==> src/verilog/mips_pkg.sv <==
package mips_pkg;

    localparam int REGF_W = 5;
    localparam int DATA_W = 32;

    typedef enum logic [1:0] {
        TYPE_R,
        TYPE_I,
        TYPE_J
    } ityp_t;

    typedef enum logic [4:0] {
        OPER_NONE = 5'd0,     // reserved words land here
        OPER_ALUS, OPER_ALUU,
        OPER_MFHI, OPER_MFLO, OPER_MTHI, OPER_MTLO,
        OPER_JR, OPER_J,
        OPER_BEQ, OPER_BNE, OPER_BGTZ, OPER_BLEZ, OPER_BLTZ, OPER_BGEZ,
        OPER_LB, OPER_LBU, OPER_LH, OPER_LHU, OPER_LW,
        OPER_SB, OPER_SH, OPER_SW,
        OPER_BREAK, OPER_SYSCALL,
        OPER_MTC0, OPER_MFC0, OPER_ERET
    } oper_t;

    typedef enum logic [3:0] {
        FUNC_AND = 4'd0,      // also the don't-care value
        FUNC_OR, FUNC_XOR, FUNC_NOR,
        FUNC_SLL, FUNC_SRL, FUNC_SRA,
        FUNC_ADD, FUNC_SUB, FUNC_SLT,
        FUNC_MUL, FUNC_DIV, FUNC_LUI
    } func_t;

    typedef enum logic [2:0] {
        TRAP_NONE,
        TRAP_RI,
        TRAP_SY,
        TRAP_BP,
        TRAP_ER
    } trap_t;

    typedef struct packed {
        logic [5:0]        op;
        logic [REGF_W-1:0] rs;
        logic [REGF_W-1:0] rt;
        logic [REGF_W-1:0] rd;
        logic [4:0]        shamt;
        logic [5:0]        funct;
    } r_fmt_t;

    typedef struct packed {
        logic [5:0]        op;
        logic [REGF_W-1:0] rs;
        logic [REGF_W-1:0] rt;
        logic [15:0]       imm;
    } i_fmt_t;

    typedef struct packed {
        logic [5:0]  op;
        logic [25:0] target;
    } j_fmt_t;

    typedef union packed {
        r_fmt_t r;
        i_fmt_t i;
        j_fmt_t j;
    } inst_word_t;

    function automatic logic is_jump_branch(oper_t oper);
        return oper inside {OPER_JR, OPER_J, OPER_BEQ, OPER_BNE,
                            OPER_BGTZ, OPER_BLEZ, OPER_BLTZ, OPER_BGEZ};
    endfunction

endpackage

==> src/verilog/fetch_window.sv <==
module fetch_window #(
    parameter int LANES = 4
) (
    input  logic                                 clk,
    input  logic                                 arst_n,
    input  logic                                 fetch_valid,
    input  logic [mips_pkg::DATA_W-1:0]          fetch_pc,
    input  logic [LANES-1:0]                     fetch_mask,
    input  mips_pkg::inst_word_t [LANES-1:0]     fetch_insts,
    output logic                                 win_valid,
    output logic [mips_pkg::DATA_W-1:0]          win_pc,
    output logic [LANES-1:0]                     win_mask,
    output mips_pkg::inst_word_t [LANES-1:0]     win_insts
);
    import mips_pkg::*;

    always_ff @(posedge clk or negedge arst_n) begin
        if (!arst_n) begin
            win_valid <= 1'b0;
        end else begin
            win_valid <= fetch_valid;   // one-cycle strobe follows fetch
        end
    end

    always_ff @(posedge clk) begin
        if (fetch_valid) begin
            win_pc   <= fetch_pc;
            win_mask <= fetch_mask;
            for (int k = 0; k < LANES; k++) begin
                // empty lane becomes sll $0,$0,0
                win_insts[k] <= fetch_mask[k] ? fetch_insts[k] : inst_word_t'('0);
            end
        end
    end

    // lanes fill from lane 0 with no holes
    a_mask_contiguous: assert property (
        @(posedge clk) disable iff (!arst_n)
        fetch_valid |-> ((fetch_mask & (fetch_mask + 1'b1)) == '0)
    ) else $error("fetch_mask %b not contiguous from lane 0", fetch_mask);

endmodule

==> src/verilog/decode.sv <==
module decode (
    input  mips_pkg::inst_word_t         inst,
    output mips_pkg::ityp_t              ityp,
    output mips_pkg::oper_t              oper,
    output mips_pkg::func_t              func,
    output logic [mips_pkg::DATA_W-1:0]  imme,
    output logic [mips_pkg::REGF_W-1:0]  rs_regf,
    output logic [mips_pkg::REGF_W-1:0]  rt_regf,
    output logic [mips_pkg::REGF_W-1:0]  rd_regf,
    output logic                         sy,
    output logic                         bp,
    output logic                         ri,
    output logic                         er
);
    import mips_pkg::*;

    logic [9:0]        dec;     // {known, oper, func}
    logic              shift;
    logic              store;
    logic              jalr;
    logic              jal;
    logic              bal;
    logic [REGF_W-1:0] rd_base;

    always_comb begin
        dec = '0;
        case (inst.r.op)
            6'b000000: case (inst.r.funct)
                6'b100100: dec = {1'b1, OPER_ALUS, FUNC_AND};       // and
                6'b100101: dec = {1'b1, OPER_ALUS, FUNC_OR};        // or
                6'b100110: dec = {1'b1, OPER_ALUS, FUNC_XOR};       // xor
                6'b100111: dec = {1'b1, OPER_ALUS, FUNC_NOR};       // nor
                6'b000000, 6'b000100: dec = {1'b1, OPER_ALUS, FUNC_SLL}; // sll, sllv
                6'b000010, 6'b000110: dec = {1'b1, OPER_ALUS, FUNC_SRL}; // srl, srlv
                6'b000011, 6'b000111: dec = {1'b1, OPER_ALUS, FUNC_SRA}; // sra, srav
                6'b010000: dec = {1'b1, OPER_MFHI, FUNC_AND};
                6'b010010: dec = {1'b1, OPER_MFLO, FUNC_AND};
                6'b010001: dec = {1'b1, OPER_MTHI, FUNC_AND};
                6'b010011: dec = {1'b1, OPER_MTLO, FUNC_AND};
                6'b100000: dec = {1'b1, OPER_ALUS, FUNC_ADD};       // add
                6'b100010: dec = {1'b1, OPER_ALUS, FUNC_SUB};       // sub
                6'b101010: dec = {1'b1, OPER_ALUS, FUNC_SLT};       // slt
                6'b011000: dec = {1'b1, OPER_ALUS, FUNC_MUL};       // mult
                6'b011010: dec = {1'b1, OPER_ALUS, FUNC_DIV};       // div
                6'b100001: dec = {1'b1, OPER_ALUU, FUNC_ADD};       // addu
                6'b100011: dec = {1'b1, OPER_ALUU, FUNC_SUB};       // subu
                6'b101011: dec = {1'b1, OPER_ALUU, FUNC_SLT};       // sltu
                6'b011001: dec = {1'b1, OPER_ALUU, FUNC_MUL};       // multu
                6'b011011: dec = {1'b1, OPER_ALUU, FUNC_DIV};       // divu
                6'b001000, 6'b001001: dec = {1'b1, OPER_JR, FUNC_AND}; // jr, jalr
                6'b001101: dec = {1'b1, OPER_BREAK, FUNC_AND};
                6'b001100: dec = {1'b1, OPER_SYSCALL, FUNC_AND};
                default:   dec = '0;
            endcase
            6'b001100: dec = {1'b1, OPER_ALUU, FUNC_AND};           // andi
            6'b001101: dec = {1'b1, OPER_ALUU, FUNC_OR};            // ori
            6'b001110: dec = {1'b1, OPER_ALUU, FUNC_XOR};           // xori
            6'b001111: dec = {1'b1, OPER_ALUU, FUNC_LUI};           // lui
            6'b001000: dec = {1'b1, OPER_ALUS, FUNC_ADD};           // addi
            6'b001001: dec = {1'b1, OPER_ALUU, FUNC_ADD};           // addiu
            6'b001010: dec = {1'b1, OPER_ALUS, FUNC_SLT};           // slti
            6'b001011: dec = {1'b1, OPER_ALUU, FUNC_SLT};           // sltiu
            6'b000010, 6'b000011: dec = {1'b1, OPER_J, FUNC_AND};   // j, jal
            6'b000100: dec = {1'b1, OPER_BEQ, FUNC_AND};
            6'b000101: dec = {1'b1, OPER_BNE, FUNC_AND};
            6'b000111: dec = {1'b1, OPER_BGTZ, FUNC_AND};
            6'b000110: dec = {1'b1, OPER_BLEZ, FUNC_AND};
            6'b000001: case (inst.i.rt)                             // regimm
                5'b00000, 5'b10000: dec = {1'b1, OPER_BLTZ, FUNC_AND};
                5'b00001, 5'b10001: dec = {1'b1, OPER_BGEZ, FUNC_AND};
                default:            dec = '0;
            endcase
            6'b100000: dec = {1'b1, OPER_LB, FUNC_ADD};
            6'b100100: dec = {1'b1, OPER_LBU, FUNC_ADD};
            6'b100001: dec = {1'b1, OPER_LH, FUNC_ADD};
            6'b100101: dec = {1'b1, OPER_LHU, FUNC_ADD};
            6'b100011: dec = {1'b1, OPER_LW, FUNC_ADD};
            6'b101000: dec = {1'b1, OPER_SB, FUNC_ADD};
            6'b101001: dec = {1'b1, OPER_SH, FUNC_ADD};
            6'b101011: dec = {1'b1, OPER_SW, FUNC_ADD};
            6'b010000: case (inst.r.rs)                             // cop0
                5'b00100: dec = {1'b1, OPER_MTC0, FUNC_AND};
                5'b00000: dec = {1'b1, OPER_MFC0, FUNC_AND};
                5'b10000: dec = {1'b1, OPER_ERET, FUNC_AND};
                default:  dec = '0;
            endcase
            default: dec = '0;
        endcase
    end

    assign oper  = oper_t'(dec[8:4]);
    assign func  = func_t'(dec[3:0]);
    assign shift = func inside {FUNC_SLL, FUNC_SRL, FUNC_SRA};
    assign store = oper inside {OPER_SB, OPER_SH, OPER_SW};

    assign ityp = (inst.r.op[5] || inst.r.op[3] || inst.r.op[2] || inst.r.op == 6'b000001)
                ? TYPE_I
                : (shift && !inst.r.funct[2]) ? TYPE_I        // constant shifts only
                : (oper inside {OPER_J, OPER_BREAK, OPER_SYSCALL, OPER_ERET}) ? TYPE_J
                : TYPE_R;

    assign imme = (ityp == TYPE_I)
                ? (shift ? {27'h0, inst.r.shamt}
                  : (inst.i.op[5:2] == 4'b0011) ? {16'h0, inst.i.imm}   // logical ops
                  : {{16{inst.i.imm[15]}}, inst.i.imm})
                : (ityp == TYPE_J) ? {6'h0, inst.j.target}
                : '0;

    // cop0 moves carry no gpr source in rs
    assign rs_regf = (ityp == TYPE_J || oper inside {OPER_MTC0, OPER_MFC0}) ? '0 : inst.r.rs;
    assign rt_regf = (oper inside {OPER_BEQ, OPER_BNE} || shift || store) ? inst.r.rt
                   : (ityp != TYPE_R) ? '0
                   : inst.r.rt;
    assign rd_base = (is_jump_branch(oper) || store) ? '0
                   : shift ? inst.r.rd
                   : (ityp == TYPE_I) ? inst.i.rt                 // i-type target is rt
                   : (ityp == TYPE_J) ? '0
                   : inst.r.rd;

    assign jalr = inst.r.op == 6'b000000 && inst.r.funct == 6'b001001;
    assign jal  = inst.j.op == 6'b000011;
    assign bal  = inst.i.op == 6'b000001 && inst.i.rt[4];   // bltzal, bgezal

    assign rd_regf = jalr ? ((inst.r.rd == '0) ? REGF_W'(31) : inst.r.rd)
                   : (jal || bal) ? REGF_W'(31)
                   : rd_base;

    assign sy = oper == OPER_SYSCALL;
    assign bp = oper == OPER_BREAK;
    assign ri = ~dec[9];
    assign er = oper == OPER_ERET;

    always_comb begin
        a_one_flag: assert ($onehot0({sy, bp, ri, er}))
            else $error("more than one trap flag for %h", inst);
    end

endmodule

==> src/verilog/issue_check.sv <==
module issue_check #(
    parameter  int LANES = 4,
    localparam int CNT_W = $clog2(LANES + 1)
) (
    input  logic                                        clk,
    input  logic                                        arst_n,
    input  logic                                        win_valid,
    input  logic [mips_pkg::DATA_W-1:0]                 win_pc,
    input  logic [LANES-1:0]                            win_mask,
    input  mips_pkg::ityp_t [LANES-1:0]                 lane_ityp,
    input  mips_pkg::oper_t [LANES-1:0]                 lane_oper,
    input  mips_pkg::func_t [LANES-1:0]                 lane_func,
    input  logic [LANES-1:0][mips_pkg::DATA_W-1:0]      lane_imme,
    input  logic [LANES-1:0][mips_pkg::REGF_W-1:0]      lane_rs,
    input  logic [LANES-1:0][mips_pkg::REGF_W-1:0]      lane_rt,
    input  logic [LANES-1:0][mips_pkg::REGF_W-1:0]      lane_rd,
    input  logic [LANES-1:0]                            lane_sy,
    input  logic [LANES-1:0]                            lane_bp,
    input  logic [LANES-1:0]                            lane_ri,
    input  logic [LANES-1:0]                            lane_er,
    output logic                                        out_valid,
    output logic [mips_pkg::DATA_W-1:0]                 out_pc,
    output logic [LANES-1:0]                            out_mask,
    output logic [CNT_W-1:0]                            issue_count,
    output logic                                        trap,
    output mips_pkg::trap_t                             trap_cause,
    output mips_pkg::ityp_t [LANES-1:0]                 out_ityp,
    output mips_pkg::oper_t [LANES-1:0]                 out_oper,
    output mips_pkg::func_t [LANES-1:0]                 out_func,
    output logic [LANES-1:0][mips_pkg::DATA_W-1:0]      out_imme,
    output logic [LANES-1:0][mips_pkg::REGF_W-1:0]      out_rs,
    output logic [LANES-1:0][mips_pkg::REGF_W-1:0]      out_rt,
    output logic [LANES-1:0][mips_pkg::REGF_W-1:0]      out_rd
);
    import mips_pkg::*;

    logic [LANES-1:0] flag;
    logic [LANES-1:0] ok;       // lane may issue if all before it did
    logic [CNT_W-1:0] count_d;
    logic             trap_d;
    trap_t            cause_d;

    assign flag = lane_ri | lane_sy | lane_bp | lane_er;

    always_comb begin
        for (int k = 0; k < LANES; k++) begin
            ok[k] = win_mask[k] && !flag[k];
            for (int j = 0; j < k; j++) begin
                // raw hazard on an earlier nonzero destination
                if (lane_rd[j] != '0 && (lane_rd[j] == lane_rs[k] || lane_rd[j] == lane_rt[k]))
                    ok[k] = 1'b0;
                if (is_jump_branch(lane_oper[j]))
                    ok[k] = 1'b0;   // branch ends the group
            end
        end
    end

    always_comb begin
        logic stop;
        stop    = 1'b0;
        count_d = '0;
        trap_d  = 1'b0;
        cause_d = TRAP_NONE;
        for (int k = 0; k < LANES; k++) begin
            if (!stop) begin
                if (ok[k]) begin
                    count_d = count_d + 1'b1;
                end else begin
                    stop   = 1'b1;
                    trap_d = win_mask[k] && flag[k];
                    if (win_mask[k])
                        cause_d = lane_ri[k] ? TRAP_RI
                                : lane_sy[k] ? TRAP_SY
                                : lane_bp[k] ? TRAP_BP
                                : lane_er[k] ? TRAP_ER
                                : TRAP_NONE;
                end
            end
        end
    end

    always_ff @(posedge clk or negedge arst_n) begin
        if (!arst_n) begin
            out_valid   <= 1'b0;
            issue_count <= '0;
            trap        <= 1'b0;
            trap_cause  <= TRAP_NONE;
        end else begin
            out_valid <= win_valid;
            if (win_valid) begin
                issue_count <= count_d;
                trap        <= trap_d;
                trap_cause  <= cause_d;
            end
        end
    end

    always_ff @(posedge clk) begin
        if (win_valid) begin
            out_pc   <= win_pc;
            out_mask <= win_mask;
            out_ityp <= lane_ityp;
            out_oper <= lane_oper;
            out_func <= lane_func;
            out_imme <= lane_imme;
            out_rs   <= lane_rs;
            out_rt   <= lane_rt;
            out_rd   <= lane_rd;
        end
    end

    a_count_in_mask: assert property (
        @(posedge clk) disable iff (!arst_n)
        out_valid |-> (issue_count <= $countones(out_mask))
    ) else $error("issue_count %0d beyond mask %b", issue_count, out_mask);

endmodule

==> src/verilog/decode_stage.sv <==
module decode_stage #(
    parameter  int LANES = 4,
    localparam int CNT_W = $clog2(LANES + 1)
) (
    input  logic                                        clk,
    input  logic                                        arst_n,
    input  logic                                        fetch_valid,
    input  logic [mips_pkg::DATA_W-1:0]                 fetch_pc,
    input  logic [LANES-1:0]                            fetch_mask,
    input  mips_pkg::inst_word_t [LANES-1:0]            fetch_insts,
    output logic                                        out_valid,
    output logic [mips_pkg::DATA_W-1:0]                 out_pc,
    output logic [LANES-1:0]                            out_mask,
    output logic [CNT_W-1:0]                            issue_count,
    output logic                                        trap,
    output mips_pkg::trap_t                             trap_cause,
    output mips_pkg::ityp_t [LANES-1:0]                 out_ityp,
    output mips_pkg::oper_t [LANES-1:0]                 out_oper,
    output mips_pkg::func_t [LANES-1:0]                 out_func,
    output logic [LANES-1:0][mips_pkg::DATA_W-1:0]      out_imme,
    output logic [LANES-1:0][mips_pkg::REGF_W-1:0]      out_rs,
    output logic [LANES-1:0][mips_pkg::REGF_W-1:0]      out_rt,
    output logic [LANES-1:0][mips_pkg::REGF_W-1:0]      out_rd
);
    import mips_pkg::*;

    logic                  win_valid;
    logic [DATA_W-1:0]     win_pc;
    logic [LANES-1:0]      win_mask;
    inst_word_t [LANES-1:0] win_insts;

    wire ityp_t [LANES-1:0]              lane_ityp;
    wire oper_t [LANES-1:0]              lane_oper;
    wire func_t [LANES-1:0]              lane_func;
    wire logic [LANES-1:0][DATA_W-1:0]   lane_imme;
    wire logic [LANES-1:0][REGF_W-1:0]   lane_rs;
    wire logic [LANES-1:0][REGF_W-1:0]   lane_rt;
    wire logic [LANES-1:0][REGF_W-1:0]   lane_rd;
    wire logic [LANES-1:0]               lane_sy;
    wire logic [LANES-1:0]               lane_bp;
    wire logic [LANES-1:0]               lane_ri;
    wire logic [LANES-1:0]               lane_er;

    fetch_window #(.LANES(LANES)) fetch_window_i (
        .clk         (clk),
        .arst_n      (arst_n),
        .fetch_valid (fetch_valid),
        .fetch_pc    (fetch_pc),
        .fetch_mask  (fetch_mask),
        .fetch_insts (fetch_insts),
        .win_valid   (win_valid),
        .win_pc      (win_pc),
        .win_mask    (win_mask),
        .win_insts   (win_insts)
    );

    for (genvar k = 0; k < LANES; k++) begin : g_lane
        decode decode_i (
            .inst    (win_insts[k]),
            .ityp    (lane_ityp[k]),
            .oper    (lane_oper[k]),
            .func    (lane_func[k]),
            .imme    (lane_imme[k]),
            .rs_regf (lane_rs[k]),
            .rt_regf (lane_rt[k]),
            .rd_regf (lane_rd[k]),
            .sy      (lane_sy[k]),
            .bp      (lane_bp[k]),
            .ri      (lane_ri[k]),
            .er      (lane_er[k])
        );
    end

    issue_check #(.LANES(LANES)) issue_check_i (
        .clk         (clk),
        .arst_n      (arst_n),
        .win_valid   (win_valid),
        .win_pc      (win_pc),
        .win_mask    (win_mask),
        .lane_ityp   (lane_ityp),
        .lane_oper   (lane_oper),
        .lane_func   (lane_func),
        .lane_imme   (lane_imme),
        .lane_rs     (lane_rs),
        .lane_rt     (lane_rt),
        .lane_rd     (lane_rd),
        .lane_sy     (lane_sy),
        .lane_bp     (lane_bp),
        .lane_ri     (lane_ri),
        .lane_er     (lane_er),
        .out_valid   (out_valid),
        .out_pc      (out_pc),
        .out_mask    (out_mask),
        .issue_count (issue_count),
        .trap        (trap),
        .trap_cause  (trap_cause),
        .out_ityp    (out_ityp),
        .out_oper    (out_oper),
        .out_func    (out_func),
        .out_imme    (out_imme),
        .out_rs      (out_rs),
        .out_rt      (out_rt),
        .out_rd      (out_rd)
    );

endmodule

==> config.mk <==
export PLATFORM = sky130hd
export DESIGN_NAME = decode_stage
export DESIGN_NICKNAME = d
export VERILOG_FILES = /design/src/verilog/mips_pkg.sv /design/src/verilog/fetch_window.sv /design/src/verilog/decode.sv /design/src/verilog/issue_check.sv /design/src/verilog/decode_stage.sv
export SDC_FILE = /design/constraint.sdc
export NUM_CORES = 1
export LEC_CHECK = 0
export ABC_AREA = 1
export BUFFER_PORTS_ARGS = -buffer_cell sky130_fd_sc_hd__buf_2
export CORE_MARGIN = 3
export CORE_UTILIZATION = 50
export CTS_BUF_LIST = sky130_fd_sc_hd__clkbuf_2
export CTS_CLUSTER_SIZE = 14
export DETAILED_ROUTE_END_ITERATION = 12
export PLACE_DENSITY = 0.73
export REMOVE_ABC_BUFFERS = 1
export SKIP_CTS_REPAIR_TIMING = 1
export SYNTH_ARGS = -nofsm -noshare
export SYNTH_HDL_FRONTEND = slang
export SYNTH_HIERARCHICAL = 1
export SYNTH_SLANG_ARGS = --single-unit
==> constraint.sdc <==
create_clock -name clk -period 10.2 [get_ports clk]
set_clock_uncertainty 0.15 [all_clocks]
set_input_delay 1.02 -clock clk [delete_from_list [all_inputs] [get_ports clk]]
set_output_delay 1.02 -clock clk [all_outputs]
set_load 0.005 [all_outputs]
Word level (Yosys, flattened, before mapping)
Memories as Yosys holds them, arrays and structs flattened. A register that Yosys moved wholly into a read port is not among the register bits.
Cells that the tools add are included.

word-level totals
  bits in registers = 441
  bits in latches = 0
  memory bits (writable) = 0
  memory bits (read-only) = 2560
  output and inout port bits = 276
  word-level logic and storage cells = 551
  memories = 4

cells by class
  $add $sub $neg = 3
  multipliers = 0
  div/mod/pow operators = 0
  order comparisons = 0
  equality and inequality tests = 220
  shifts and indexed selects = 0
  mux-type cells = 145
  bitwise gates (word level) = 7
  reductions and logical operators = 131

memories
  memory            depth  width  read ports  clocked after Yosys merged registers in  wr ports  line          text
  (name not given)  64     10     1           1                                        0         decode.sv:28  6'b000000: case (inst.r.funct)
  (name not given)  64     10     1           1                                        0         decode.sv:28
  (name not given)  64     10     1           1                                        0         decode.sv:28
  (name not given)  64     10     1           1                                        0         decode.sv:28

operators by type and width
  cell                  number
  $pmux W10 S24         4
  $mux W32              12
  $eq A5 B5 Y1 const B  44
  $eq A6 B4 Y1 const B  36
  $mux W5               39
  $eq A6 B6 Y1 const B  32
  $eq A5 B4 Y1 const B  28
  $pmux W10 S3          4
  $mux W26              4
  $mux W3               33
  $eq A6 B3 Y1 const B  16
  $pmux W10 S2          4
  $eq A5 B5 Y1          12
  $logic_not A5 Y1      12
  $eq A4 B3 Y1 const B  12
  $eq A6 B2 Y1 const B  8
  $mux W6               8
  $eq A5 B3 Y1 const B  8
  $logic_or A1 B1 Y1    38
  $reduce_bool A8 Y1    4
  $logic_and A1 B1 Y1   26
  $mux W1               25
  $eq A6 B1 Y1 const B  4
  $eq A6 B5 Y1 const B  4
  16 further kinds      89

Longest topological paths before layout
Gate-level depths: netlist of run 1.

  depth after elaboration = 29
  mapped depth = 34

Hierarchy
Netlist of run 1, hierarchy kept.

by module, submodules not included
  module                            instances  cells each  area each (um2)  seq. area each (um2)
  issue_check                       1          647         9928.3           8247.9
  fetch_window                      1          433         6045.8           4949.7
  decode at g_lane[2].decode_i ...  2          357         1809.2           0.0
  decode at g_lane[0].decode_i      1          355         1790.5           0.0
  decode at g_lane[1].decode_i      1          349         1776.7           0.0

Worst setup path after synthesis of run 1
Ideal clock, no wire load.

  path type = reg2reg
  start point = register fetch_window_i.win_valid
  end point = register issue_check_i.issue_count[0]
  setup time = 0.122 ns
  arrival = 6.810 ns
  path slack = 3.118 ns
  stages on the path, launching flop included = 5
  path buffers = 1
  cells stage by stage = dfrtp_1 > buf_4 > inv_1 > a21oi_1 > a21oi_1

RTL lines
  item                      line                text
  start: declaration        fetch_window.sv:10  output logic win_valid,
  start signal: assignment  fetch_window.sv:21  win_valid <= fetch_valid;
  end signal: assignment    issue_check.sv:91   issue_count <= count_d;
  end: declaration          issue_check.sv:24   output logic [CNT_W-1:0] issue_count,

==> results of run 1 <==
## flip-flops by register name, indices dropped and copies added (netlist names), 4 cells and up
signal	cells
issue_check_i/out_rt	20
issue_check_i/out_rs	20
issue_check_i/out_ityp	8
fetch_window_i/win_mask	4
issue_check_i/out_pc	32
issue_check_i/out_rd	20
issue_check_i/out_imme	128
fetch_window_i/win_pc	32
issue_check_i/out_func	16
fetch_window_i/win_insts	128
issue_check_i/out_oper	20
issue_check_i/out_mask	4
## routing by layer
layer,track usage [%],share of wire (%),vias up
li1,-,-,9501
met1,34.6,41,9172
met2,43.6,48,840
met3,6.73,8.0,128
met4,10.1,2.8,0
met5,0,0,-
## cell families (layout without fill, tap and decap cells)
family          count (synthesis)  count (layout)
simple gates                 1279            1279
buf+inv                       510            1233
flops                         441             441
compound gates                215             215
fa+ha+maj                      36              36
xor+xnor                       17              17
other cells                     0               1
## per-stage QoR
step | area (um2) | utilization [%]
final | 28100 | 61.7
after global routing | 28100 | 61.7
after CTS | 26700 | 58.5
after detailed placement | 25700 | 56.3
after global placement | 25700 | 56.3
after floorplan | 22600 | -
## synth_stat cells, types with 3 or more instances
master,n,area share (%)
sky130_fd_sc_hd__ha_1,36,1.9
sky130_fd_sc_hd__nor2_4,20,0.97
sky130_fd_sc_hd__xor2_1,5,0.19
sky130_fd_sc_hd__nand2_2,19,0.51
sky130_fd_sc_hd__buf_4,24,0.78
sky130_fd_sc_hd__nand3_2,20,0.86
sky130_fd_sc_hd__clkbuf_2,3,0.065
sky130_fd_sc_hd__nor3_1,20,0.43
sky130_fd_sc_hd__o31ai_1,4,0.13
sky130_fd_sc_hd__o211ai_1,5,0.16
sky130_fd_sc_hd__buf_6,19,0.92
sky130_fd_sc_hd__clkinv_1,3,0.049
sky130_fd_sc_hd__a21oi_1,54,1.2
sky130_fd_sc_hd__nor2_8,3,0.26
sky130_fd_sc_hd__a2111oi_0,4,0.15
sky130_fd_sc_hd__a21boi_0,9,0.29
sky130_fd_sc_hd__nand2_1,643,10
sky130_fd_sc_hd__nand3b_1,8,0.26
sky130_fd_sc_hd__buf_2,16,0.35
sky130_fd_sc_hd__a31oi_1,6,0.16
sky130_fd_sc_hd__inv_2,46,0.75
sky130_fd_sc_hd__edfxtp_1,432,56
sky130_fd_sc_hd__nand2_4,9,0.44
sky130_fd_sc_hd__nand4_1,43,1.2
sky130_fd_sc_hd__nor2_1,228,3.7
sky130_fd_sc_hd__o21ai_0,90,1.9
sky130_fd_sc_hd__and3_1,5,0.14
sky130_fd_sc_hd__nand3_1,179,3.9
sky130_fd_sc_hd__dfrtp_1,9,0.97
sky130_fd_sc_hd__inv_1,394,6.4
sky130_fd_sc_hd__xnor2_1,12,0.45
sky130_fd_sc_hd__nor2_2,60,1.6
sky130_fd_sc_hd__nor4_1,13,0.35
sky130_fd_sc_hd__nor3_2,4,0.17
sky130_fd_sc_hd__o21ai_1,25,0.54
sky130_fd_sc_hd__o41ai_2,3,0.21
## layout make-up
cell class / count / area share, %
diodes: 1 / 0.00890
well taps: 600 / 2.67
inverters: 445 / 5.96
repair buffers: 592 / 13.2
clock buffers: 148 / 2.63
clock inverters: 48 / 0.997
flip-flops and latches: 441 / 47.0
multi-input cells: 1547 / 27.6
## worst paths after layout
check	slack, ps	depth (start not counted)	endpoint
worst max register to register	4780	28	issue_check_i/trap_cause[2]
worst min register to register	260	0	issue_check_i/out_pc[17]
max in group asynchronous	9440	2	fetch_window_i/win_valid
worst min-delay path	100	3	fetch_window_i/win_insts[25]
worst max-delay path	4780	28	issue_check_i/trap_cause[2]
min in group asynchronous	240	2	issue_check_i/out_valid
## report_power, final
part	switching (uW)	internal, uW	total (uW)
Sequential	106	2200	2310
Clock	725	477	1200
Combinational	525	296	821
## critical path: cells and delay by family (launching register included)
kind,cells,cell delay [ps]
AOI/OAI and AO/OA,1,480
and+or+nand+nor,25,3770
DFF,1,450
buffers and inverters,2,460
==> reports/metrics.csv, run 1 <==
metric,value,unit
count of endpoints failing hold in the final timing report,0,
Total Routing Usage GR,26.7,%
cell mode on critical path,sky130_fd_sc_hd__nand2_1,
fill cell instance count of the final layout,3854,
async set or reset register ratio after synthesis,2.04,%
status,"complete, no violations",
IR Drop Worst-Case VDD,123,uV
post-synthesis to final-layout area growth,21.4,%
CP startpoint,fetch_window_i/win_insts[63],
total clock buffers created by CTS,111,
Syn Area/Cell,9.27,um2
CTS tree,built,
data arrival time of the worst path,6190,ps
Max-cap violations,0,
WL per Instance,18.0,um
HP Class,input pin to flop,
adder-cell share of the synthesized area,1.94,%
post-synthesis xor/xnor area fraction,0.643,%
Fin Hold WS,99.9,ps
clock latency on the worst-skew pair,1090,ps
maximum number of pins on one net before global-route repair,90,
Cell Pwr Density,154,nW/um2
count of distinct cell types in the synthesized netlist,54,
level count of the clock H-tree,3,
start point of the worst hold path,fetch_insts[25],
count of buffers inserted at the top-level ports,442,
cell chosen for the clock root,sky130_fd_sc_hd__clkbuf_2,
antenna violations before repair,1,
final setup slack of the worst path,4780,ps
vertical extent of the die,221,um
clock-pin slew of the registers on the worst-case setup and hold paths,110,ps
Site Rows,78,
area share of and/or/nand/nor cells after synthesis,25.5,%
max-slew violation count,0,
PnR Total Power,4330,uW
count of non-filler cells in the finished layout,3822,
layout net count,3341,
via count of the first global-routing pass,19100,
area taken by flip-flops and latches,13200,um2
Tmin final,5420,ps
Synth Instances,2498,
layout cells sized above 1,25.2,%
clock sinks,441,
drt drc,0,
relative max-transition margin,15.4,%
leakage power summed over all cells,0.0138,uW
detailed-router iteration count before antenna repair,6,
setup repair after global routing missed its margin,false,
worst slack at placement,4920,ps
Setup Total Neg Slack,0,ps
timing-limited maximum frequency,185,MHz
longest individual stage delay on the worst path,960,ps
measured slew at the worst slew-check pin,1270,ps
post-synthesis cell area,23200,um2
combinational family with the most area after synthesis,simple AND/OR/NAND/NOR gates,
remaining antenna violation count after routing,0,
post-detailed-placement half-perimeter wirelength,50.1,mm
register bit total from synthesis,441,
routability congestion estimate from global placement,0.966,
highest-count cells in the layout ignoring fill and taps,"643 x sky130_fd_sc_hd__nand2_1, 441 x sky130_fd_sc_hd__buf_2, 432 x sky130_fd_sc_hd__edfxtp_1",
die area,48900,um2
First DRT Iteration DRCs,1465,
x dimension of the die,221,um
effective utilization at floorplan,50.8,%
wire length of the first global-routing pass,104,mm
"leading cell type in the layout, fill and taps excluded",sky130_fd_sc_hd__nand2_1,
Final Routed Wirelength,68.9,mm
Critical R2R Launch,fetch_window_i/win_insts[63],
clock tree buffer depth,3,
required time at the endpoint of the critical path,10970,ps
library cell contributing the largest single delay on the critical path,sky130_fd_sc_hd__nor2_2,
category of the worst setup path launch point,flop,
area of the core,45600,um2
critical-path maximum fanout,29,
I/O pin count,443,
share of the synthesized area in compound gates (AO/OA/AOI/OAI),5.41,%
endpoint kind of the worst setup timing path,flop,
"Remaining Overflow, GRT",0,
synth warn,6,
vias post-DR,19600,
final setup violation count,0,
share of the yosys chip area belonging to registers,57.0,%
area occupied by multi-input gates,7760,um2
number of enable flip-flop cells after synthesis,432,
routed via count divided by cell count,5.14,
primary flip-flop cell chosen by synthesis mapping,sky130_fd_sc_hd__edfxtp_1,
share of the clock period used by the worst path after layout,53.1,%
proportion of synthesized area in mux cells,0,%
placed insts,3482,
type of the setup path with the least slack,flop to flop,
Power figures use the tool's default switching activity.
==> run 2: changes to the inputs <==
==> constraint.sdc (replaced) <==
create_clock -name clk -period 5.4 [get_ports clk]
set_clock_uncertainty 0.15 [all_clocks]
set_input_delay 0.54 -clock clk [delete_from_list [all_inputs] [get_ports clk]]
set_output_delay 0.54 -clock clk [all_outputs]
set_load 0.005 [all_outputs]
==> reports/metrics.csv, run 2 (synthesis results as in run 1) <==
metric,value,unit
status,"complete, no violations",
highest-count cells in the layout ignoring fill and taps,"643 x sky130_fd_sc_hd__nand2_1, 441 x sky130_fd_sc_hd__buf_2, 432 x sky130_fd_sc_hd__edfxtp_1",
start point of the worst hold path,fetch_window_i/win_pc[30],
Cell Pwr Density,280,nW/um2
required time at the endpoint of the critical path,6220,ps
measured slew at the worst slew-check pin,1030,ps
share of the clock period used by the worst path after layout,86.8,%
Tmin final,4690,ps
library cell contributing the largest single delay on the critical path,sky130_fd_sc_hd__a21oi_1,
die area,48900,um2
I/O pin count,443,
cell mode on critical path,sky130_fd_sc_hd__nand2_1,
level count of the clock H-tree,3,
Total Routing Usage GR,26.6,%
layout cells sized above 1,24.1,%
vias post-DR,21000,
type of the setup path with the least slack,flop to flop,
clock sinks,441,
routed via count divided by cell count,5.24,
routability congestion estimate from global placement,0.951,
via count of the first global-routing pass,18900,
cell chosen for the clock root,sky130_fd_sc_hd__clkbuf_2,
setup repair after global routing missed its margin,false,
remaining antenna violation count after routing,0,
count of buffers inserted at the top-level ports,442,
fill cell instance count of the final layout,3608,
final setup violation count,0,
IR Drop Worst-Case VDD,231,uV
post-route cell area,30100,um2
First DRT Iteration DRCs,1559,
HP Class,flop to flop,
effective utilization at floorplan,50.8,%
vertical extent of the die,221,um
area of the core,45600,um2
longest individual stage delay on the worst path,790,ps
placed insts,3490,
count of non-filler cells in the finished layout,4012,
Worst R2R End,issue_check_i/trap_cause[2],
wire length of the first global-routing pass,103,mm
CTS tree,built,
relative max-transition margin,31.6,%
hold worst-path end,issue_check_i/out_pc[30],
Max-cap violations,0,
depth of the worst register-to-register path,28,
largest registers in the final layout,"fetch_window_i/win_insts (128), issue_check_i/out_imme (128)",
max-slew violation count,0,
clock latency on the worst-skew pair,1110,ps
minimum setup slack among reg-to-reg paths,710,ps
Site Rows,78,
area post-placement,25800,um2
WL per Instance,18.5,um
count of cells along the worst hold path,0,
category of the worst setup path launch point,flop,
leakage power summed over all cells,0.0144,uW
count of endpoints failing hold in the final timing report,0,
Final Core Density,66.1,%
Final Routed Wirelength,74.3,mm
critical-path maximum fanout,9,
timing-limited maximum frequency,213,MHz
layout net count,3537,
drt drc,0,
"Remaining Overflow, GRT",0,
clock-pin slew of the registers on the worst-case setup and hold paths,130,ps
post-detailed-placement half-perimeter wirelength,50.0,mm
endpoint kind of the worst setup timing path,flop,
total clock buffers created by CTS,109,
clock tree buffer depth,3,
antenna violations before repair,3,
data arrival time of the worst path,5510,ps
"leading cell type in the layout, fill and taps excluded",sky130_fd_sc_hd__nand2_1,
x dimension of the die,221,um
detailed-router iteration count before antenna repair,6,
post-synthesis to final-layout area growth,30.0,%
Critical R2R Launch,fetch_window_i/win_insts[29],
maximum number of pins on one net before global-route repair,110,
[run 2: layout make-up]
cell class | count | area (um2) | share of cell area (%)
antenna | 3 | 7.51 | 0.0249
clock buffer | 153 | 766 | 2.54
clock inverter | 33 | 243 | 0.806
inverter | 445 | 1680 | 5.57
multi-input combinational | 1547 | 7760 | 25.8
sequential | 441 | 13200 | 43.9
tap | 600 | 751 | 2.49
timing repair buffer | 790 | 5700 | 18.9
[run 2: power by group]
group	switching [uW]	internal, uW	total [uW]	leakage, uW
sequential	215	4160	4380	0.00430
combinational	1030	664	1690	0.00939
clock	1400	951	2350	0.000749
total	2650	5780	8420	0.0144
[run 2: through the flow]
stage	TNS (ps)	hold WS [ps]	total power, uW	setup slack (ps)
final	0	276	8420	712
after global routing	0	270	8880	201
after CTS	0	-1030	8230	766
after detailed placement	0	255	5910	784
after global placement	0	251	5890	778
after floorplan	-349950	94.4	5210	-1950
[run 2: worst max-delay path, delay by kind of cell, from the launching register on]
kind | cells | cell delay (ps)
buffers and inverters | 3 | 360
DFF | 1 | 530
AOI/OAI and AO/OA | 2 | 880
and+or+nand+nor | 23 | 2640
[run 2: routing by layer]
metal  global-route usage [%]  share of wire (%)
met5                        0                  0
met4                     11.5                3.7
met3                     5.29                8.1
met2                     42.3                 48
met1                     35.7                 40
[run 2: worst max path at each step]
stage	startpoint	depth (start not counted)	end	slack (ps)
finish	fetch_window_i/win_insts[29]	28	issue_check_i/trap_cause[2]	710
floorplan	fetch_window_i/win_valid	3	issue_check_i/issue_count[0]	-1950
CTS	fetch_window_i/win_insts[29]	28	issue_check_i/trap_cause[2]	770
global route	fetch_window_i/win_insts[29]	28	issue_check_i/trap_cause[2]	200
detailed placement	fetch_window_i/win_insts[29]	28	issue_check_i/trap_cause[2]	780
global placement	fetch_window_i/win_insts[26]	28	issue_check_i/trap_cause[2]	780
==> run 3: changes to the inputs <==
==> constraint.sdc (replaced) <==
create_clock -name clk -period 5.5 [get_ports clk]
set_clock_uncertainty 0.15 [all_clocks]
set_input_delay 0.55 -clock clk [delete_from_list [all_inputs] [get_ports clk]]
set_output_delay 0.55 -clock clk [all_outputs]
set_load 0.005 [all_outputs]
==> reports/metrics.csv, run 3 (synthesis results as in run 1) <==
metric,value,unit
Max-cap violations,0,
die area,48900,um2
Final Routed Wirelength,73.8,mm
cell chosen for the clock root,sky130_fd_sc_hd__clkbuf_2,
Cell Pwr Density,271,nW/um2
clock-pin slew of the registers on the worst-case setup and hold paths,110,ps
status,"complete, no violations",
antenna violations before repair,3,
max-slew violation count,0,
"leading cell type in the layout, fill and taps excluded",sky130_fd_sc_hd__nand2_1,
layout cells sized above 1,24.1,%
longest individual stage delay on the worst path,690,ps
wire length of the first global-routing pass,104,mm
x dimension of the die,221,um
category of the worst setup path launch point,flop,
highest-count cells in the layout ignoring fill and taps,"643 x sky130_fd_sc_hd__nand2_1, 441 x sky130_fd_sc_hd__buf_2, 432 x sky130_fd_sc_hd__edfxtp_1",
largest registers in the final layout,"fetch_window_i/win_insts (128), issue_check_i/out_imme (128)",
routed via count divided by cell count,5.22,
final setup violation count,0,
layout net count,3528,
I/O pin count,443,
required time at the endpoint of the critical path,6280,ps
area taken by flip-flops and latches,13200,um2
Total Routing Usage GR,26.7,%
count of endpoints failing hold in the final timing report,0,
total clock buffers created by CTS,111,
endpoint kind of the worst setup timing path,flop,
critical-path maximum fanout,11,
HP Class,input pin to flop,
area post-placement,25700,um2
vias post-DR,20900,
remaining antenna violation count after routing,0,
clock sinks,441,
via count of the first global-routing pass,19200,
IR Drop Worst-Case VDD,217,uV
vertical extent of the die,221,um
"Remaining Overflow, GRT",0,
library cell contributing the largest single delay on the critical path,sky130_fd_sc_hd__a21oi_1,
Site Rows,78,
effective utilization at floorplan,50.8,%
share of the clock period used by the worst path after layout,87.1,%
drt drc,0,
type of the setup path with the least slack,flop to flop,
cell mode on critical path,sky130_fd_sc_hd__nand2_1,
Final Core Density,65.7,%
detailed-router iteration count before antenna repair,6,
level count of the clock H-tree,3,
maximum number of pins on one net before global-route repair,104,
setup repair after global routing missed its margin,false,
CTS tree,built,
post-synthesis to final-layout area growth,29.2,%
fill cell instance count of the final layout,3580,
clock tree buffer depth,3,
area of the core,45600,um2
relative max-transition margin,30.8,%
post-route cell area,29900,um2
area occupied by multi-input gates,7760,um2
leakage power summed over all cells,0.0144,uW
First DRT Iteration DRCs,1619,
measured slew at the worst slew-check pin,1040,ps
data arrival time of the worst path,5570,ps
Tmin final,4790,ps
WL per Instance,18.4,um
clock latency on the worst-skew pair,1090,ps
placed insts,3488,
post-detailed-placement half-perimeter wirelength,49.9,mm
routability congestion estimate from global placement,0.943,
count of non-filler cells in the finished layout,4008,
timing-limited maximum frequency,209,MHz
count of buffers inserted at the top-level ports,442,
==> run 3: final cells by class <==
| type | instances | share of cell area, % |
|---|---|---|
| antenna | 3 | 0.0251 |
| clock buffer | 155 | 2.59 |
| clock inverter | 38 | 0.527 |
| inverter | 445 | 5.60 |
| multi-input combinational | 1547 | 25.9 |
| sequential | 441 | 44.1 |
| tap | 600 | 2.51 |
| timing repair buffer | 779 | 18.7 |
==> run 3: final timing paths <==
check,slack [ps],cells after the start,to,startpoint
max reg2reg,710,27,issue_check_i/trap_cause[2],fetch_window_i/win_insts[34]
min reg2reg,250,0,issue_check_i/out_pc[31],fetch_window_i/win_pc[31]
min,60,2,fetch_window_i/win_pc[16],fetch_pc[16]
max,710,27,issue_check_i/trap_cause[2],fetch_window_i/win_insts[34]
min in group asynchronous,410,3,issue_check_i/out_valid,arst_n
max in group asynchronous,4410,3,fetch_window_i/win_valid,arst_n
==> run 3: stage by stage <==
stage	total power, uW	worst slack (ps)	hold WS, ps	setup TNS, ps
finish	8100	712	56.9	0
global route	8530	249	-19.8	0
CTS	7920	843	-956	0
detailed placement	5800	894	255	0
global placement	5790	930	251	0
floorplan	5110	-1850	104	-322350
==> run 3: worst max-delay path, delay by kind of cell, from the launching register on <==
| family | cells | cell delay, ps |
|---|---|---|
| DFF | 1 | 600 |
| and+or+nand+nor | 23 | 2430 |
| AOI/OAI and AO/OA | 1 | 690 |
| buffers and inverters | 2 | 470 |
| adders and majority gates | 1 | 280 |
==> run 3: where the power goes <==
| part | total [uW] | switching (uW) | internal, uW |
|---|---|---|---|
| clock network | 2140 | 1380 | 761 |
| logic | 1650 | 1010 | 646 |
| registers | 4300 | 212 | 4090 |
==> run 3: layer usage <==
metal / vias up / track usage (%) / wire [um]
met3: 187 / 5.81 / 6150
met5: - / 0 / 0
met1: 9792 / 35.8 / 30200
li1: 9861 / - / -
met4: 0 / 10.3 / 2490
met2: 1092 / 42.7 / 35000
